File: config.mk
export PLATFORM = sky130hd
export DESIGN_NAME = preg_entry
export DESIGN_NICKNAME = d
export VERILOG_FILES = /design/src/design/preg_pkg.sv /design/src/design/preg_lifecycle_ctrl.sv /design/src/design/preg_info_reg.sv /design/src/design/preg_retire_match.sv /design/src/design/preg_vector_decode.sv /design/src/design/preg_entry.sv
export VERILOG_INCLUDE_DIRS = /design/src /design/src/design
export SDC_FILE = /design/constraint.sdc
export NUM_CORES = 1
export LEC_CHECK = 0
export CORE_AREA = 2 2 101 103
export CTS_CLUSTER_DIAMETER = 200
export DETAILED_ROUTE_END_ITERATION = 7
export DIE_AREA = 0 0 103 105
export DONT_BUFFER_PORTS = 1
export GPL_ROUTABILITY_DRIVEN = 0
export PLACE_DENSITY = 0.55
export SYNTH_ARGS = -nofsm -noshare
export SYNTH_HDL_FRONTEND = slang
export SYNTH_SLANG_ARGS = --single-unit
File: constraint.sdc
create_clock -name sm_clk -period 2.9 [get_ports sm_clk]
set_input_delay 0.145 -clock sm_clk [delete_from_list [all_inputs] [get_ports sm_clk]]
set_output_delay 0.145 -clock sm_clk [all_outputs]
set_load 0.03 [all_outputs]
File: src/design/preg_consts.svh
/*
 * widths and counts for the physical register tracking entry
 */
`ifndef PREG_CONSTS_SVH
`define PREG_CONSTS_SVH

// ==============================
// field widths
// ==============================
`define PREG_ID_W 7
`define IID_W     7
`define AREG_W    5

// ==============================
// slot counts and vector sizes
// ==============================
`define DIS_SLOTS 4
`define RET_SLOTS 4
`define PREG_NUM  96
`define AREG_NUM  32

`endif

File: src/design/preg_pkg.sv
/*
 * state encodings and slot/entry structs for the preg tracking entry
 */
`include "preg_consts.svh"

package preg_pkg;

  // ==============================
  // state encodings
  // ==============================
  // lifecycle is one-hot, bit order matters to the decode in ctrl
  typedef enum logic [4:0] {
    DEALLOC  = 5'b00001,
    WF_ALLOC = 5'b00010,
    ALLOC    = 5'b00100,
    RETIRE   = 5'b01000,
    RELEASE  = 5'b10000
  } lifecycle_e;

  typedef enum logic {
    WB_IDLE = 1'b0,
    WB_DONE = 1'b1
  } wb_e;

  // ==============================
  // slot and entry payloads
  // ==============================
  typedef struct packed {
    logic [`AREG_W-1:0]    dst_reg;
    logic [`IID_W-1:0]     iid;
    logic [`PREG_ID_W-1:0] rel_preg;
  } dis_slot_t;

  typedef struct packed {
    logic [`AREG_W-1:0]    dst_reg;
    logic [`IID_W-1:0]     iid;
    logic [`PREG_ID_W-1:0] rel_preg;
  } entry_info_t;

  // iid update arrives one cycle ahead of preg_vld
  typedef struct packed {
    logic              iid_updt_vld;
    logic [`IID_W-1:0] iid_updt_val;
    logic              preg_vld;
  } ret_slot_t;

endpackage

File: src/design/preg_lifecycle_ctrl.sv
/*
 * lifecycle and write-back state machines of the preg entry
 * plus the release strobe and the retired-released-written-back flag
 */
`timescale 1ns/1ps

module preg_lifecycle_ctrl import preg_pkg::*; (
  input  logic sm_clk,
  input  logic cpurst_b,
  input  logic flush,
  input  logic async_flush,
  input  logic sync_reset,
  input  logic reset_mapped,
  input  logic create_any,
  input  logic dealloc_vld,
  input  logic dealloc_mask,
  input  logic release_vld,
  input  logic wb_vld,
  input  logic retire_vld,
  output logic state_alloc,
  output logic state_retire,
  output logic state_dealloc,
  output logic rel_fire,
  output logic wb_done,
  output logic retired_released_wb
);

  lifecycle_e cur_state;
  lifecycle_e next_state;
  wb_e        wb_state;
  wb_e        wb_next;
  logic       state_release;
  logic       wb_masked;

  // ==============================
  // lifecycle FSM
  // ==============================
  always_ff @(posedge sm_clk or negedge cpurst_b) begin
    if (!cpurst_b) begin
      cur_state <= DEALLOC;
    end else if (sync_reset) begin
      // mapped entries come back holding their architectural register
      cur_state <= reset_mapped ? RETIRE : DEALLOC;
    end else begin
      cur_state <= next_state;
    end
  end

  always_comb begin
    next_state = cur_state;
    case (cur_state)
      DEALLOC: begin
        if (dealloc_vld && !flush)
          next_state = WF_ALLOC;
      end
      WF_ALLOC: begin
        if (flush)
          next_state = DEALLOC;
        else if (create_any)
          next_state = ALLOC;
      end
      ALLOC: begin
        if (flush)
          next_state = DEALLOC;
        else if (release_vld)
          next_state = wb_masked ? DEALLOC : RELEASE;
        else if (retire_vld)
          next_state = RETIRE;
      end
      // retired producer, no flush path any more
      RETIRE: begin
        if (release_vld)
          next_state = wb_masked ? DEALLOC : RELEASE;
      end
      RELEASE: begin
        if (wb_masked)
          next_state = DEALLOC;
      end
      default: next_state = DEALLOC;
    endcase
  end

  // one-hot bits
  assign state_dealloc = cur_state[0];
  assign state_alloc   = cur_state[2];
  assign state_retire  = cur_state[3];
  assign state_release = cur_state[4];

  // ==============================
  // write-back FSM
  // ==============================
  always_ff @(posedge sm_clk or negedge cpurst_b) begin
    if (!cpurst_b) begin
      wb_state <= WB_IDLE;
    end else if (async_flush) begin
      wb_state <= WB_DONE;
    end else if (sync_reset) begin
      wb_state <= reset_mapped ? WB_DONE : WB_IDLE;
    end else if (create_any) begin
      wb_state <= WB_IDLE;
    end else begin
      wb_state <= wb_next;
    end
  end

  always_comb begin
    wb_next = wb_state;
    if (wb_state == WB_IDLE && wb_vld)
      wb_next = WB_DONE;
    else if (wb_state == WB_DONE && state_dealloc)
      wb_next = WB_IDLE;
  end

  // ==============================
  // strobes
  // ==============================
  assign wb_done   = (wb_state == WB_DONE);
  // dealloc_mask holds the preg back even when written back
  assign wb_masked = wb_done && !dealloc_mask;
  // match bits are only set in ALLOC, but retire_vld can linger
  assign rel_fire  = state_alloc && retire_vld;

  // the flush logic samples this in the retiring cycle itself
  assign retired_released_wb = (rel_fire || state_retire || state_release) ? wb_done : 1'b1;

  a_state_onehot: assert property (
    @(posedge sm_clk) disable iff (!cpurst_b) $onehot(cur_state)
  ) else $error("lifecycle state is not one-hot: %b", cur_state);

endmodule

File: src/design/preg_info_reg.sv
/*
 * create slot select and entry information register
 */
`timescale 1ns/1ps
`include "preg_consts.svh"

module preg_info_reg import preg_pkg::*; (
  input  logic                       sm_clk,
  input  logic                       cpurst_b,
  input  logic                       sync_reset,
  input  logic [`AREG_W-1:0]         reset_dst_reg,
  input  logic [`DIS_SLOTS-1:0]      create_vld,
  input  dis_slot_t [`DIS_SLOTS-1:0] dis_slots,
  output entry_info_t                info,
  output logic                       create_any
);

  dis_slot_t create_sel;

  assign create_any = |create_vld;

  // AND-OR mux, relies on create_vld being one-hot
  always_comb begin
    create_sel = '0;
    for (int i = 0; i < `DIS_SLOTS; i++) begin
      if (create_vld[i])
        create_sel = create_sel | dis_slots[i];
    end
  end

  // ==============================
  // info register
  // ==============================
  always_ff @(posedge sm_clk or negedge cpurst_b) begin
    if (!cpurst_b) begin
      info <= '0;
    end else if (sync_reset) begin
      info.dst_reg  <= reset_dst_reg;
      info.iid      <= '0;
      info.rel_preg <= '0;
    end else if (create_any) begin
      info.dst_reg  <= create_sel.dst_reg;
      info.iid      <= create_sel.iid;
      info.rel_preg <= create_sel.rel_preg;
    end
  end

  a_create_onehot0: assert property (
    @(posedge sm_clk) disable iff (!cpurst_b) $onehot0(create_vld)
  ) else $error("more than one dispatch slot creates this entry: %b", create_vld);

endmodule

File: src/design/preg_retire_match.sv
/*
 * per retire slot iid pre-compare and combined retire valid
 */
`timescale 1ns/1ps
`include "preg_consts.svh"

module preg_retire_match import preg_pkg::*; (
  input  logic                       sm_clk,
  input  logic                       cpurst_b,
  input  logic                       sync_reset,
  input  logic                       state_alloc,
  input  logic [`IID_W-1:0]          iid,
  input  ret_slot_t [`RET_SLOTS-1:0] ret_slots,
  output logic                       retire_vld
);

  logic [`RET_SLOTS-1:0] match_q;
  logic [`RET_SLOTS-1:0] preg_vld;

  // ==============================
  // match bits
  // ==============================
  // compare a cycle early so the retire path is one AND-OR
  always_ff @(posedge sm_clk or negedge cpurst_b) begin
    if (!cpurst_b) begin
      match_q <= '0;
    end else if (sync_reset) begin
      match_q <= '0;
    end else begin
      for (int i = 0; i < `RET_SLOTS; i++) begin
        if (ret_slots[i].iid_updt_vld)
          match_q[i] <= state_alloc && (iid == ret_slots[i].iid_updt_val);
      end
    end
  end

  // ==============================
  // retire valid
  // ==============================
  always_comb begin
    for (int i = 0; i < `RET_SLOTS; i++) begin
      preg_vld[i] = ret_slots[i].preg_vld;
    end
  end

  // each slot only counts with its own preg valid
  assign retire_vld = |(preg_vld & match_q);

endmodule

File: src/design/preg_vector_decode.sv
/*
 * one-hot release and recovery vectors, gated by the control strobes
 */
`timescale 1ns/1ps
`include "preg_consts.svh"

module preg_vector_decode (
  input  logic [`PREG_ID_W-1:0] rel_preg,
  input  logic [`AREG_W-1:0]    dst_reg,
  input  logic                  rel_fire,
  input  logic                  state_retire,
  output logic [`PREG_NUM-1:0]  rel_preg_expand,
  output logic [`AREG_NUM-1:0]  dreg
);

  logic [`PREG_NUM-1:0] rel_onehot;
  logic [`AREG_NUM-1:0] dst_onehot;

  // preg numbers past the vector size decode to all zero
  assign rel_onehot = {{(`PREG_NUM-1){1'b0}}, 1'b1} << rel_preg;
  assign dst_onehot = {{(`AREG_NUM-1){1'b0}}, 1'b1} << dst_reg;

  // release only in the retiring cycle
  assign rel_preg_expand = rel_fire ? rel_onehot : '0;
  // recovery held for the whole retire state
  assign dreg = state_retire ? dst_onehot : '0;

  always_comb begin
    a_rel_in_range: assert final (!rel_fire || $onehot(rel_preg_expand))
      else $error("release of preg %0d falls outside the release vector", rel_preg);
  end

endmodule

File: src/design/preg_entry.sv
/*
 * physical register tracking entry, top level
 * connects lifecycle control, info register, retire match and vector decode
 */
`timescale 1ns/1ps
`include "preg_consts.svh"

module preg_entry import preg_pkg::*; (
  input  logic                                sm_clk,
  input  logic                                cpurst_b,
  input  logic                                flush,
  input  logic                                async_flush,
  input  logic                                sync_reset,
  input  logic                                reset_mapped,
  input  logic [`AREG_W-1:0]                  reset_dst_reg,
  input  logic [`DIS_SLOTS-1:0]               create_vld,
  input  dis_slot_t [`DIS_SLOTS-1:0]          dis_slots,
  input  ret_slot_t [`RET_SLOTS-1:0]          ret_slots,
  input  logic                                dealloc_vld,
  input  logic                                dealloc_mask,
  input  logic                                release_vld,
  input  logic                                wb_vld,
  output logic                                cur_state_dealloc,
  output logic [`PREG_NUM-1:0]                rel_preg_expand,
  output logic [`AREG_NUM-1:0]                dreg,
  output logic                                retired_released_wb
);

  entry_info_t info;
  logic        create_any;
  logic        retire_vld;
  logic        state_alloc;
  logic        state_retire;
  logic        rel_fire;

  // ==============================
  // control
  // ==============================
  preg_lifecycle_ctrl u_ctrl (
    .sm_clk              (sm_clk),
    .cpurst_b            (cpurst_b),
    .flush               (flush),
    .async_flush         (async_flush),
    .sync_reset          (sync_reset),
    .reset_mapped        (reset_mapped),
    .create_any          (create_any),
    .dealloc_vld         (dealloc_vld),
    .dealloc_mask        (dealloc_mask),
    .release_vld         (release_vld),
    .wb_vld              (wb_vld),
    .retire_vld          (retire_vld),
    .state_alloc         (state_alloc),
    .state_retire        (state_retire),
    .state_dealloc       (cur_state_dealloc),
    .rel_fire            (rel_fire),
    .wb_done             (),
    .retired_released_wb (retired_released_wb)
  );

  // ==============================
  // datapath
  // ==============================
  preg_info_reg u_info (
    .sm_clk        (sm_clk),
    .cpurst_b      (cpurst_b),
    .sync_reset    (sync_reset),
    .reset_dst_reg (reset_dst_reg),
    .create_vld    (create_vld),
    .dis_slots     (dis_slots),
    .info          (info),
    .create_any    (create_any)
  );

  preg_retire_match u_match (
    .sm_clk      (sm_clk),
    .cpurst_b    (cpurst_b),
    .sync_reset  (sync_reset),
    .state_alloc (state_alloc),
    .iid         (info.iid),
    .ret_slots   (ret_slots),
    .retire_vld  (retire_vld)
  );

  preg_vector_decode u_decode (
    .rel_preg        (info.rel_preg),
    .dst_reg         (info.dst_reg),
    .rel_fire        (rel_fire),
    .state_retire    (state_retire),
    .rel_preg_expand (rel_preg_expand),
    .dreg            (dreg)
  );

endmodule

# Word level (Yosys, flattened, before mapping)
# Cells that the tools add are included.
[word_totals]
regBits = 29
inputBits = 131
out_inout_bits = 130
elab_cells = 84
[classes]
eq_ne = 14
shift = 2
n_mux = 32
n_bitwise = 5
n_reduce_logical = 22
[op_table]
columns = ["cell", "count"]
rows = [
  ["19-bit two-way mux", 6],
  ["96-bit two-way mux", 1],
  ["1-bit by 7-bit << shifter with 96-bit output, first input constant", 1],
  ["19-bit OR", 3],
  ["5-bit two-way mux", 10],
  ["32-bit two-way mux", 1],
  ["1-bit by 5-bit << shifter with 32-bit output, first input constant", 1],
  ["7-bit equality test", 4],
  ["5-bit one-hot mux with 5 select lines", 1],
  ["1-bit two-way mux", 11],
  ["2-bit nonzero test", 5],
  ["1-bit logical AND", 9],
  ["4-bit two-way mux", 2],
  ["4-bit OR reduction", 2],
  ["3-bit by 2-bit inequality test with 1-bit output, second input constant", 2],
  ["5-bit by 1-bit equality test with 1-bit output, second input constant", 1],
  ["5-bit by 2-bit equality test with 1-bit output, second input constant", 1],
  ["5-bit by 3-bit equality test with 1-bit output, second input constant", 1],
  ["5-bit by 4-bit equality test with 1-bit output, second input constant", 1],
  ["5-bit equality test, second input constant", 1],
  ["5-bit by 4-bit inequality test with 1-bit output, second input constant", 1],
  ["5-bit AND reduction", 1],
  ["5-bit nonzero test", 1],
  ["4-bit bitwise AND", 1],
  ["other kinds (5)", 7],
]

# Depth between registers and ports, before layout
[logic_depth]
depth_word = 9
depth_mapped = 6

# Modules after synthesis
# Synthesis repeated with hierarchy kept, for this count alone.
[hier_totals]
hier_cells = 445
hier_area_um2 = 3284.4
[modules_own_cells]
columns = ["mod", "instances", "cells_per_inst", "area_per_inst_um2", "seq_area_each_um2"]
rows = [
  ["preg_vector_decode", 1, 206, 1169.9, 0.0],
  ["preg_info_reg", 1, 119, 1084.8, 475.5],
  ["preg_lifecycle_ctrl", 1, 63, 529.3, 151.4],
  ["preg_retire_match", 1, 57, 500.5, 100.1],
]

# Worst setup path after synthesis
# No wires, ideal clock.
[synth_timing]
kind = "register to output"
startpoint = "reg u_match.match_q[1]"
endpoint = "out retired_released_wb"
arrival_time_ns = 1.724
slack_ns = 1.031
path_stages_with_launch = 5
path_buffers = 0
path_cell_list = "dfrtp_1 a22o_1 a221oi_4 nor2b_2 o31ai_1"
[synth_between]
elab_chain_len = 6
[synth_lines]
columns = ["item", "line", "source"]
rows = [
  ["from (decl)", "preg_retire_match.sv:17", "logic [`RET_SLOTS-1:0] match_q;"],
  ["from (signal, indexed assignment)", "preg_retire_match.sv:32", "match_q[i] <= state_alloc && (iid == ret_slots[i].iid_updt_val);"],
  ["4-bit bitwise AND", "preg_retire_match.sv:47", "assign retire_vld = |(preg_vld & match_q);"],
  ["4-bit OR reduction", "preg_retire_match.sv:47", ""],
  ["1-bit logical AND", "preg_lifecycle_ctrl.sv:121", "assign rel_fire = state_alloc && retire_vld;"],
  ["1-bit logical OR (2 in a row)", "preg_lifecycle_ctrl.sv:124", "assign retired_released_wb = (rel_fire || state_retire || state_release) ? wb_done : 1'b1;"],
  ["1-bit two-way mux", "preg_lifecycle_ctrl.sv:124", ""],
  ["to (decl)", "preg_entry.sv:26", "output logic retired_released_wb"],
]
# Every way passes these cells.

# Worst setup path in the final report
[layout_timing]
startpoint = "reg u_ctrl.cur_state[2]"
endpoint = "out rel_preg_expand[35]"
[layout_between]
elab_chain_len = 2
[layout_lines]
columns = ["item", "line", "source"]
rows = [
  ["from (decl)", "preg_lifecycle_ctrl.sv:28", "lifecycle_e cur_state;"],
  ["from (signal assigned)", "preg_lifecycle_ctrl.sv:43", "cur_state <= reset_mapped ? RETIRE : DEALLOC;"],
  ["from (signal assigned)", "preg_lifecycle_ctrl.sv:45", "cur_state <= next_state;"],
  ["1-bit logical AND", "preg_lifecycle_ctrl.sv:121", ""],
  ["96-bit two-way mux", "preg_vector_decode.sv:24", "assign rel_preg_expand = rel_fire ? rel_onehot : '0;"],
  ["to (decl)", "preg_entry.sv:24", "output logic [`PREG_NUM-1:0] rel_preg_expand,"],
]
# Every way passes these cells.

==> flow_metrics.py <==
metrics = {
    "outcome": {
        "outcome": "completed",
    },
    "power": {
        "clkPwrFrac": 0.297,
        "p_int_mw": 0.763,
        "swShare": 0.334,
        "power.density_nw_per_um2": 360,
        "p_switching_mw": 0.383,
        "p_seq_frac": 0.458,
        "leakage_nw": 1.13,
        "combPwrFrac": 0.244,
        "ir_worst_vdd_mv": 0.167,
    },
    "worst_hold_path": {
        "min_to": "u_info.info[18]",
        "min_path_cells": 2,
        "worstHoldStart": "reset_dst_reg[4]",
        "hold_path_class": "in2reg",
    },
    "die": {
        "die_w_um": 103,
        "core_area_sq_um": 9640,
        "std_cell_rows": 36,
        "die_area_sq_um": 10800,
        "start_util": 0.303,
        "pin_count": 261,
        "die_h_um": 105,
    },
    "placed_design": {
        "dpl.hpwl_mm": 8.66,
        "placed_cell_area_sq_um": 3040,
        "port-buffer-count": 0,
        "dp_slack_ps": 718,
    },
    "worst_setup_path": {
        "cp.required_ps": 2760,
        "path_class": "reg2out",
        "cp_slowest_cell": "dfrtp_1",
        "crit_buf_inv": 0,
        "max_stage_delay_ps": 680,
        "worstSetupEndpointType": "output port",
        "r2r_setup_slack_ps": 1020,
        "cp_top_family": "simple AND/OR/NAND/NOR gates",
        "worstPathMaxFanout": 16,
        "startpoint_type": "flop",
        "r2r-end": "u_ctrl.cur_state[3]",
        "rr_worst_depth": 5,
        "cp_cell_sequence": "nor2b_2, nand4b_2, nor2_1",
        "r2r-start": "u_ctrl.cur_state[2]",
        "arrival_ps": 2350,
    },
    "timing": {
        "relSlewSlack": 0.545,
        "timing.setup.tns_ps": 0,
        "finalHoldViolCount": 0,
        "period_minus_slack_ps": 2490,
        "rsz0062_at_grt": "no",
        "finalMaxSlewViolations": 0,
        "tightest_slew_ps": 681,
        "fin_crit_sh": 0.860,
        "layout_setup_ws_ps": 407,
        "setup_violations": 0,
        "max_freq_mhz": 401,
        "finClkSkew_ps": 7.50,
    },
    "yosys": {
        "ys_types": 48,
        "synthDominantCellAreaShare": 0.240,
        "async_reset_ff_frac": 1.00,
        "yosys.area.top_type": "dfrtp_1",
        "ys_ff_latch": 29,
        "ys_seq_area_frac": 0.249,
        "synth-main-ff-cell": "dfrtp_1",
        "synth_area_per_cell_sq_um": 6.92,
        "syn_inst": 422,
        "syn_area_sq_um": 2920,
        "synth_edf_count": 0,
        "synth_fp_nets": 553,
        "synth_area_leaders": "dfrtp_1 24%, nor2_1 18%, xnor2_1 6.3%",
        "yosys_warnings": 0,
    },
    "final_layout": {
        "mostFrequentLayoutCell": "nor2_1",
        "nets": 546,
        "n_antenna_cell": 0,
        "final_cell_mix": "140 x nor2_1, 34 x nand2_1, 28 x dfrtp_1",
        "finalCoreUtilization": 0.330,
        "finalInstanceArea_sq_um": 3180,
        "syn2layout_area_growth_pct": 8.91,
        "drive_above_1_share": 0.0889,
    },
    "global_routing": {
        "grt_max_degree": 30,
        "grt_overflow_total": 0,
        "grt_pass1_vias": 2767,
        "antenna_found_initial": 0,
        "grt.total_usage": 0.181,
        "grt_pass1_wl_mm": 15.1,
    },
    "detailed_routing": {
        "routed_wl_mm": 10.9,
        "ant_nets": 0,
        "routedWlPerCell_um": 19.8,
        "vias": 3079,
        "dr.pass1.iters": 4,
        "remaining_drc_errors": 0,
        "avgViaCountPerCell": 5.61,
        "drtIter0Drc": 154,
    },
    "clock_network": {
        "numCtsBuffers": 5,
        "cts_resized": 0,
        "htreeDepth": 2,
        "clock-sinks": 29,
        "path_clk_slew_ps": 70,
        "worstSkewPairLatency_ps": 270,
        "clockBufferDepth": 2,
        "cts_tree": "built",
        "root_buffer": "clkbuf_8",
    },
    "flow_run": {
        "drv_cap": 0,
    },
}
==> power groups by stage <==
stage / Combinational (mW) / Sequential (mW) / Clock (mW)
after floorplan: 0.282 / 0.482 / 0
after CTS: 0.281 / 0.525 / 0.354
final: 0.280 / 0.526 / 0.341
after detailed placement: 0.261 / 0.533 / 0
after global placement: 0.254 / 0.529 / 0
after global routing: 0.311 / 0.535 / 0.379
==> layer usage <==
metal	GRT usage	vias to the layer above	wire, um
li1	-	1443	-
met1	0.206	1449	4410
met2	0.343	181	5750
met3	0.0241	6	622
met4	0.0479	0	110
met5	0	-	0
==> through the flow <==
| stage | cells | hold WS (ps) | power, mW |
|---|---|---|---|
| floorplan | 422 | -151 | 0.764 |
| global placement | 537 | -149 | 0.783 |
| detailed placement | 537 | -149 | 0.793 |
| CTS | 549 | 11.2 | 1.16 |
| global route | 549 | 26.2 | 1.23 |
| finish | 549 | 15.7 | 1.15 |
==> cells in the mapped netlist, drive strengths merged, types with 9 or more instances <==
master  instances
a221oi         15
a22o           19
a22oi          11
buf            15
clkbuf         18
dfrtp          28
nand2          34
nand2b          9
nand3          22
nor2          142
o21ai          19
xnor2          21
xor2            9
==> how the worst max path moves through the flow <==
stage	from	end	slack (ps)	cells past startpoint
2_1_floorplan	u_match.match_q[1]	retired_released_wb	1030	4
3_3_place_gp	u_ctrl.cur_state[2]	rel_preg_expand[35]	780	3
3_5_place_dp	u_ctrl.cur_state[2]	rel_preg_expand[35]	720	3
4_1_cts	u_ctrl.cur_state[2]	rel_preg_expand[35]	400	3
5_1_grt	u_ctrl.cur_state[2]	rel_preg_expand[35]	170	3
6_report	u_ctrl.cur_state[2]	rel_preg_expand[35]	410	3
==> kinds of logic (layout without fill, tap and decap cells) <==
group	after synthesis	after routing	share of synthesized area
and+or+nand+nor	245	245	0.395
buffers and inverters	40	34	0.0634
AOI/OAI and AO/OA	78	78	0.203
xor gates and xnor gates	30	30	0.0900
DFF	29	29	0.249
==> cell type report <==
type / instances / area [sq um]
Clock buffer: 8 / 90.1
Sequential cell: 29 / 727
Fill cell: 1035 / 6460
Tap cell: 133 / 166
Timing Repair Buffer: 19 / 163
Multi-Input combinational cell: 353 / 2010
Inverter: 7 / 26.3
==> flip-flops by register name, summed over array words and instances, names as in the netlist <==
| name | count |
|---|---|
| u_info.info | 19 |
| u_ctrl.cur_state | 5 |
| u_ctrl.wb_done | 1 |
| u_match.match_q | 4 |
==> what timing repair did <==
| action | CTS | global route |
|---|---|---|
| hold buffers | 4 | 0 |
| endpoints found under the hold margin | 48 | 0 |
| buffers inserted | 0 | 0 |
==> worst reg2reg max path, cell delays in order (launching register included) <==
cell      delay, ps
dfrtp_1         680
nor2_1          150
and4_4          240
a211oi_2        340
nand3_1         210
o21bai_1        180
Power figures use the tool's default switching activity.
